**config.mk**
```make
export PLATFORM = sky130hd
export DESIGN_NAME = dbg_abstract_cmd_flat
export DESIGN_NICKNAME = d
export VERILOG_FILES = /design/src/hdl/debug_pkg.sv /design/src/hdl/dbg_ifs.sv /design/src/hdl/dbg_abstract_cmd.sv /design/src/flat_wrapper.sv
export SDC_FILE = /design/constraint.sdc
export NUM_CORES = 1
export LEC_CHECK = 0
export CORE_MARGIN = 2
export CORE_UTILIZATION = 40
export CTS_CLUSTER_DIAMETER = 40
export DETAILED_ROUTE_END_ITERATION = 12
export DONT_BUFFER_PORTS = 1
export PLACE_DENSITY_LB_ADDON = 0.25
export SKIP_CTS_REPAIR_TIMING = 1
export SYNTH_ARGS = -nofsm -noshare
export SYNTH_HDL_FRONTEND = slang
export SYNTH_SLANG_ARGS = --single-unit
```
**constraint.sdc**
```tcl
create_clock -name clk_i -period 3.67 [get_ports clk_i]
set_input_delay 0.734 -clock clk_i [delete_from_list [all_inputs] [get_ports clk_i]]
set_output_delay 0.734 -clock clk_i [all_outputs]
set_load 0.01 [all_outputs]
```
**src/hdl/debug_pkg.sv**
```systemverilog
package debug_pkg;

    // halt cause as reported in the dcsr cause field
    typedef enum logic [2:0]
    {
        NO_DBG_CAUSE = 3'd0,
        DBG_EBREAK   = 3'd1,
        DBG_HALTREQ  = 3'd3,
        DBG_STEP     = 3'd4
    } dcause_e;

    // debug control FSM states, RESUME still counts as halted
    typedef enum logic [1:0]
    {
        RUNNING = 2'd0,
        HALTED  = 2'd1,
        RESUME  = 2'd2
    } dbg_state_e;

    // abstract register command opcode
    typedef enum logic
    {
        AR_READ  = 1'b0,
        AR_WRITE = 1'b1
    } ar_op_e;

    // abstract command result code
    typedef enum logic [1:0]
    {
        ERR_NONE       = 2'd0,
        ERR_NOT_HALTED = 2'd1,
        ERR_BAD_REG    = 2'd2
    } ar_err_e;

    // where dpc is loaded from when the core halts
    typedef enum logic
    {
        CAP_RETIRE = 1'b0,  // pc of the retiring instruction
        CAP_TRAP   = 1'b1   // trap target pc
    } capture_src_e;

    // abstract register numbers of the debug CSRs
    localparam logic [15:0] CSR_DCSR      = 16'h07b0;
    localparam logic [15:0] CSR_DPC       = 16'h07b1;
    localparam logic [15:0] CSR_DSCRATCH0 = 16'h07b2;

    // external debug support version reported in dcsr[31:28]
    localparam logic [3:0] DCSR_XDEBUGVER = 4'd4;

    // prv field is hardwired to machine mode
    localparam logic [1:0] DCSR_PRV_M = 2'd3;

endpackage : debug_pkg

```
**src/hdl/dbg_ifs.sv**
```systemverilog
`timescale 1ns/1ps

// single cycle register access from the command engine to the CSR file
interface dbg_ar_if;
    logic        en;
    logic        wr;
    logic [15:0] addr;
    logic [31:0] wdata;
    logic [31:0] rdata;     // valid in the same cycle as en
    logic        bad_addr;

    modport engine
    (
        output en, wr, addr, wdata,
        input  rdata, bad_addr
    );

    modport regs
    (
        input  en, wr, addr, wdata,
        output rdata, bad_addr
    );
endinterface : dbg_ar_if


```
**src/hdl/dbg_abstract_cmd.sv**
```systemverilog
`timescale 1ns/1ps

module dbg_abstract_cmd import debug_pkg::*;
(
    input  logic        clk_i,
    input  logic        reset_i,
    input  logic        halted_i,
    input  logic        cmd_valid_i,
    input  ar_op_e      cmd_op_i,
    input  logic [15:0] cmd_addr_i,
    input  logic [31:0] cmd_wdata_i,
    output logic        cmd_ready_o,
    output logic        rsp_valid_o,
    output logic [31:0] rsp_data_o,
    output ar_err_e     rsp_err_o,
    input  logic        rsp_ready_i,
    dbg_ar_if.engine    ar
);

    logic        rsp_valid_q;
    logic [31:0] rsp_data_q;
    ar_err_e     rsp_err_q;
    logic        accept;

    // one command in flight, the next is taken once the response has left
    assign cmd_ready_o = !rsp_valid_q;
    assign accept      = cmd_valid_i && cmd_ready_o;

    // register access only happens for a command accepted while halted
    assign ar.en    = accept && halted_i;
    assign ar.wr    = (cmd_op_i == AR_WRITE);
    assign ar.addr  = cmd_addr_i;
    assign ar.wdata = cmd_wdata_i;

    always_ff @(posedge clk_i or posedge reset_i)
    begin
        if (reset_i)
        begin
            rsp_valid_q <= 1'b0;
        end
        else if (accept)
        begin
            rsp_valid_q <= 1'b1;
        end
        else if (rsp_ready_i)
        begin
            rsp_valid_q <= 1'b0;
        end
    end

    always_ff @(posedge clk_i)
    begin
        if (accept)
        begin
            if (!halted_i)
            begin
                rsp_data_q <= 32'd0;
                rsp_err_q  <= ERR_NOT_HALTED;
            end
            else
            begin
                rsp_data_q <= (cmd_op_i == AR_READ) ? ar.rdata : 32'd0;
                rsp_err_q  <= ar.bad_addr ? ERR_BAD_REG : ERR_NONE;
            end
        end
    end

    assign rsp_valid_o = rsp_valid_q;
    assign rsp_data_o  = rsp_data_q;
    assign rsp_err_o   = rsp_err_q;

    // a stalled response holds its payload until the host takes it
    a_rsp_stable: assert property (@(posedge clk_i) disable iff (reset_i)
        (rsp_valid_o && !rsp_ready_i) |=>
            (rsp_valid_o && $stable(rsp_data_o) && $stable(rsp_err_o)));

endmodule : dbg_abstract_cmd

```
**src/flat_wrapper.sv**
```systemverilog
// flat-port wrapper written by rule: the top's interface ports become plain ports
module dbg_abstract_cmd_flat import debug_pkg::*;
  (clk_i, reset_i, halted_i, cmd_valid_i, cmd_op_i, cmd_addr_i, cmd_wdata_i, cmd_ready_o, rsp_valid_o, rsp_data_o, rsp_err_o, rsp_ready_i, ar_en, ar_wr, ar_addr, ar_wdata, ar_rdata, ar_bad_addr);
  dbg_ar_if ar_i ();
  input  logic clk_i;
  input  logic reset_i;
  input  logic halted_i;
  input  logic cmd_valid_i;
  input  ar_op_e cmd_op_i;
  input  logic [15:0] cmd_addr_i;
  input  logic [31:0] cmd_wdata_i;
  output logic cmd_ready_o;
  output logic rsp_valid_o;
  output logic [31:0] rsp_data_o;
  output ar_err_e rsp_err_o;
  input  logic rsp_ready_i;
  output wire logic [$bits(ar_i.en)-1:0] ar_en;
  output wire logic [$bits(ar_i.wr)-1:0] ar_wr;
  output wire logic [$bits(ar_i.addr)-1:0] ar_addr;
  output wire logic [$bits(ar_i.wdata)-1:0] ar_wdata;
  input wire logic [$bits(ar_i.rdata)-1:0] ar_rdata;
  input wire logic [$bits(ar_i.bad_addr)-1:0] ar_bad_addr;
  assign ar_en = ar_i.en;
  assign ar_wr = ar_i.wr;
  assign ar_addr = ar_i.addr;
  assign ar_wdata = ar_i.wdata;
  assign ar_i.rdata = ar_rdata;
  assign ar_i.bad_addr = ar_bad_addr;
  dbg_abstract_cmd u_core (.clk_i(clk_i), .reset_i(reset_i), .halted_i(halted_i), .cmd_valid_i(cmd_valid_i), .cmd_op_i(cmd_op_i), .cmd_addr_i(cmd_addr_i), .cmd_wdata_i(cmd_wdata_i), .cmd_ready_o(cmd_ready_o), .rsp_valid_o(rsp_valid_o), .rsp_data_o(rsp_data_o), .rsp_err_o(rsp_err_o), .rsp_ready_i(rsp_ready_i), .ar(ar_i));
endmodule
```
**After elaboration in Yosys (flattened, before gate mapping)**

Index checks and enable logic that the tools add are counted.

- Reduce and logical (&&, ||, !) cells: 5
- Bitwise gates (word level): 1
- Muxes and demuxes: 3

Operators with widths:

| operator | count |
|---|---|
| $logic_and A1 B1 Y1 | 2 |
| $mux W1 | 2 |
| $mux W2 | 1 |
| $reduce_bool A2 Y1 | 1 |
| $reduce_or A2 Y1 | 1 |
| $logic_not A1 Y1 | 1 |
| $not A1 Y1 | 1 |

- Logic and storage cells: 12
- Output and inout port bits: 86
- Register bits after elaboration: 35
- Input bits: 87

**Logic depth before layout (Yosys ltp)**

- Word-level depth: 3
- Mapped depth: 3
- Gate-level depth less buffers: 2

**Worst setup path before layout**

OpenSTA, ideal clock, no wires.

- Path kind: in2out
- Start: input cmd_valid_i
- End: output ar_en
- Path slack: 0.232 ns
- Cell stages on the path: 2
- Arrival time: 2.704 ns
- Cells stage by stage: nor2b_1 and2_2

- Longest elaborated chain between the ends: 2

RTL lines:

| element | line | RTL |
|---|---|---|
| from (decl) | flat_wrapper.sv:8 | `input logic cmd_valid_i;` |
| $logic_and A1 B1 Y1 | dbg_abstract_cmd.sv:27 | `assign accept = cmd_valid_i && cmd_ready_o;` |
| $logic_and A1 B1 Y1 | dbg_abstract_cmd.sv:30 | `assign ar.en = accept && halted_i;` |
| to (decl) | flat_wrapper.sv:17 | `output wire logic [$bits(ar_i.en)-1:0] ar_en;` |

Every way passes these cells.

**Final worst setup path**

Ends and elaborated chain as after synthesis.

==> summary.txt <==
Outcome
  – Status: completed

Synth
  – Number of cells produced by synthesis: ~130
  – Most repeated cell in the gate-level netlist after synthesis: sky130_fd_sc_hd__buf_4
  – EDFF count, synth: 34
  – Sequential fraction of the synthesis area: 61.2%
  – Share of flip-flops with an asynchronous set or reset after synthesis: 2.86%
  – Cell taking the most area after synthesis: sky130_fd_sc_hd__edfxtp_1
  – Netlist cell types: 10
  – Area fraction in and, or, nand and nor cells after synthesis: 14.3%
  – Share of the synthesized area in the top cell type: between 50% and 60%
  – Number of flip-flops and latches in the synthesized netlist: 35
  – Share of synthesized cell area in full adder, half adder and majority cells: 0%
  – Most area-consuming cells after synthesis: sky130_fd_sc_hd__edfxtp_1 60%, sky130_fd_sc_hd__buf_4 22%, sky130_fd_sc_hd__and2_1 9.1%, sky130_fd_sc_hd__and2_2 4.0%, sky130_fd_sc_hd__buf_6 2.0%
  – Synthesized area divided by synthesized cell count: around 13 sq um
  – Primary flip-flop cell chosen by synthesis mapping: sky130_fd_sc_hd__edfxtp_1
  – Synthesized area: 1710 sq um
  – Combinational family with the most area after synthesis: buffers and inverters
  – Complex-gate fraction of the synthesized area: less than 1%
  – Multiplexer area fraction after synthesis: 0%
  – Net count after synthesis: about 210
  – Most instantiated cells after synthesis: 49 x sky130_fd_sc_hd__buf_4, 34 x sky130_fd_sc_hd__edfxtp_1, 25 x sky130_fd_sc_hd__and2_1
  – Yosys warning total: 0
  – Parity-gate share of the synthesized area counting xor and xnor cells: 0%

Floorplan
  – Chip height: a little under 70 microns
  – Initial standard-cell utilization of the core: between 40% and 50%
  – Area of the placeable core: 4060 sq um
  – Number of cell rows: 23
  – Boundary pin count: around 170
  – Die outline width: 69.4 microns
  – Die area: roughly 4800 sq um

Worst setup path
  – Crit-path leading delay family: simple AND/OR/NAND/NOR gates
  – Critical path fanouts, max: 2
  – WP data arrival: 1.06 ns
  – Critical Setup Path Class: input pin to output pin
  – Required @ worst endpoint: between 2 and 3 ns
  – Critical path capture point type: output pin
  – Crit path launch type: input pin
  – Largest stage delay, worst path: roughly 0.21 ns
  – Register-to-register setup slack: 2.30 ns
  – Length in cells of the worst reg-to-reg path: 2
  – Slowest cell on crit path: sky130_fd_sc_hd__and2_2
  – Endpoint of the worst-slack reg-to-reg timing path: u_core.rsp_data_o[22]
  – CP Buf/Inv Count: 0
  – Cell chain of the critical path: nor2b_4 > and2_2
  – Worst reg2reg path startpoint: u_core.rsp_valid_o

Global route
  – Remaining global-route overflow: 0
  – Via count of the first global-routing pass: between 700 and 800
  – Largest net degree at the start of global routing: 36
  – First-pass GRT wire length: about 5100 microns
  – Global-route total usage across every layer: 14.8%
  – Number of antenna violations at the first check in global routing: 0

Clocking
  – Number of sinks on the clock net: 35
  – Htree depth: 2
  – Largest buffer count on any clock path: 2
  – TritonCTS Buffers: 5
  – Clock tree from TritonCTS: done
  – Root cell of the clock tree: sky130_fd_sc_hd__clkbuf_8
  – Clk slew on worst S/H paths: about 0.06 ns
  – Clock latency on the worst-skew pair: about 0.28 ns

Layout
  – Final Instance Count excl. Fillers: around 130
  – Fraction of the core area covered by cells at the end of the flow: ~36%
  – Growth of design area from synthesis to finish: -14.2%
  – Number of nets in the layout: 170
  – Count of inserted antenna diode cells: 0
  – Number of fill cells in the layout: 392
  – Post-route cell area: roughly 1500 sq um
  – Fraction of final layout cells sized beyond drive strength 1: a little over a fifth

Placed design
  – Total half-perimeter wirelength after legalization and detailed placement: around 2900 microns
  – PortBufs: 0
  – Routability congestion estimate: between 0.6 and 0.7
  – Area after detailed placement: around 1400 sq um
  – Placed insts: around 130

Timing
  – Setup clock skew after layout: ~0.0065 ns
  – Number of endpoints failing setup at the final stage: 0
  – Setup repair after global routing missed its margin: no
  – Final critical delay including setup and external delays: roughly 1.8 ns
  – Final hold vios: 0
  – Final max-slew violation count: 0
  – Tightest Pin Transition: 0.519 ns
  – Max_slew headroom: between 60% and 70%
  – Fmax: ~0.56 GHz
  – Share of the clock period used by the worst path: 49.0%
  – Aggregate negative setup slack: 0 ns

Route
  – Number of detailed-routing iterations run before antenna repair: 3
  – Remaining number of nets flagged by the antenna check after routing: 0
  – Vias per cell: about 5.1
  – Final WL: between 3000 and 4000 microns
  – WL per Instance: approximately 27 microns
  – Vias post-DR: a little under 700
  – DRC errors left: 0
  – Drt initial violations: 88

Job
  – Number of max-capacitance violations reported: 0

Pwr
  – Peak VDD IR: 0.000147 V
  – Pwr dens: roughly 550 nW/um^2
  – Standby leakage power: ~0.53 nW

Worst hold path
  – Worst min-delay path class: input pin to async pin
per-stage QoR:
step	power [mW]	hold WS [ns]	worst slack, ns
3_5_place_dp	0.554	0.467	1.87
5_1_grt	0.834	0.168	1.83
6_report	0.801	0.176	1.87
3_3_place_gp	0.551	0.464	1.87
2_1_floorplan	0.596	0.463	0.232
4_1_cts	0.811	0.167	1.86
where the power goes:
part	switching [mW]	leakage (nW)	total (mW)	internal [mW]
clock network	0.125	0.0422	0.257	0.133
logic	0.0254	0.141	0.0386	0.0132
registers	0.0282	0.343	0.505	0.477
total	0.178	0.526	0.801	0.623
final cells by class:
type	instances	area, sq um	share of cell area (%)
clock inverters	1	5.00	0.341
well taps	50	62.6	4.26
repair buffers	1	7.51	0.512
multi-input cells	37	259	17.6
inverters	3	11.3	0.767
clock buffers	7	76.3	5.20
flip-flops and latches	35	1050	71.3
per-layer routing:
layer  track usage, %  wire [microns]  up-vias
met2             23.3            1800       98
met4             6.97             115        2
met5             6.67              37        -
met1             11.3             956      296
met3             14.8             769       19
li1                 -               -      273
flip-flops by register name (all words and copies together), names as in the netlist:
signal	cells
u_core.rsp_data_o	32
u_core.rsp_err_o	2
u_core.rsp_valid_o	1
worst max-delay path by stage:
stage                            start     to  slack (ns)  cells past startpoint
floorplan                  cmd_valid_i  ar_en        0.23                      2
global placement           cmd_valid_i  ar_en        1.87                      2
detailed placement         cmd_valid_i  ar_en        1.87                      2
CTS                 u_core.rsp_valid_o  ar_en        1.86                      2
global route        u_core.rsp_valid_o  ar_en        1.83                      2
finish                     cmd_valid_i  ar_en        1.87                      2
cells by family after synthesis:
family | after synthesis
simple gates | 36
buf+inv | 55
flops | 35
compound gates | 1
cell usage in the layout (no fill, tap or decap):
cell	instances
sky130_fd_sc_hd__and2_1	25
sky130_fd_sc_hd__and2_2	9
sky130_fd_sc_hd__buf_4	1
sky130_fd_sc_hd__clkbuf_1	2
sky130_fd_sc_hd__clkbuf_8	5
sky130_fd_sc_hd__clkinv_2	1
sky130_fd_sc_hd__dfrtp_1	1
sky130_fd_sc_hd__edfxtp_1	34
sky130_fd_sc_hd__inv_1	3
sky130_fd_sc_hd__nor2b_4	2
sky130_fd_sc_hd__o21bai_1	1
Note: power is estimated with default switching activity, not from simulation.
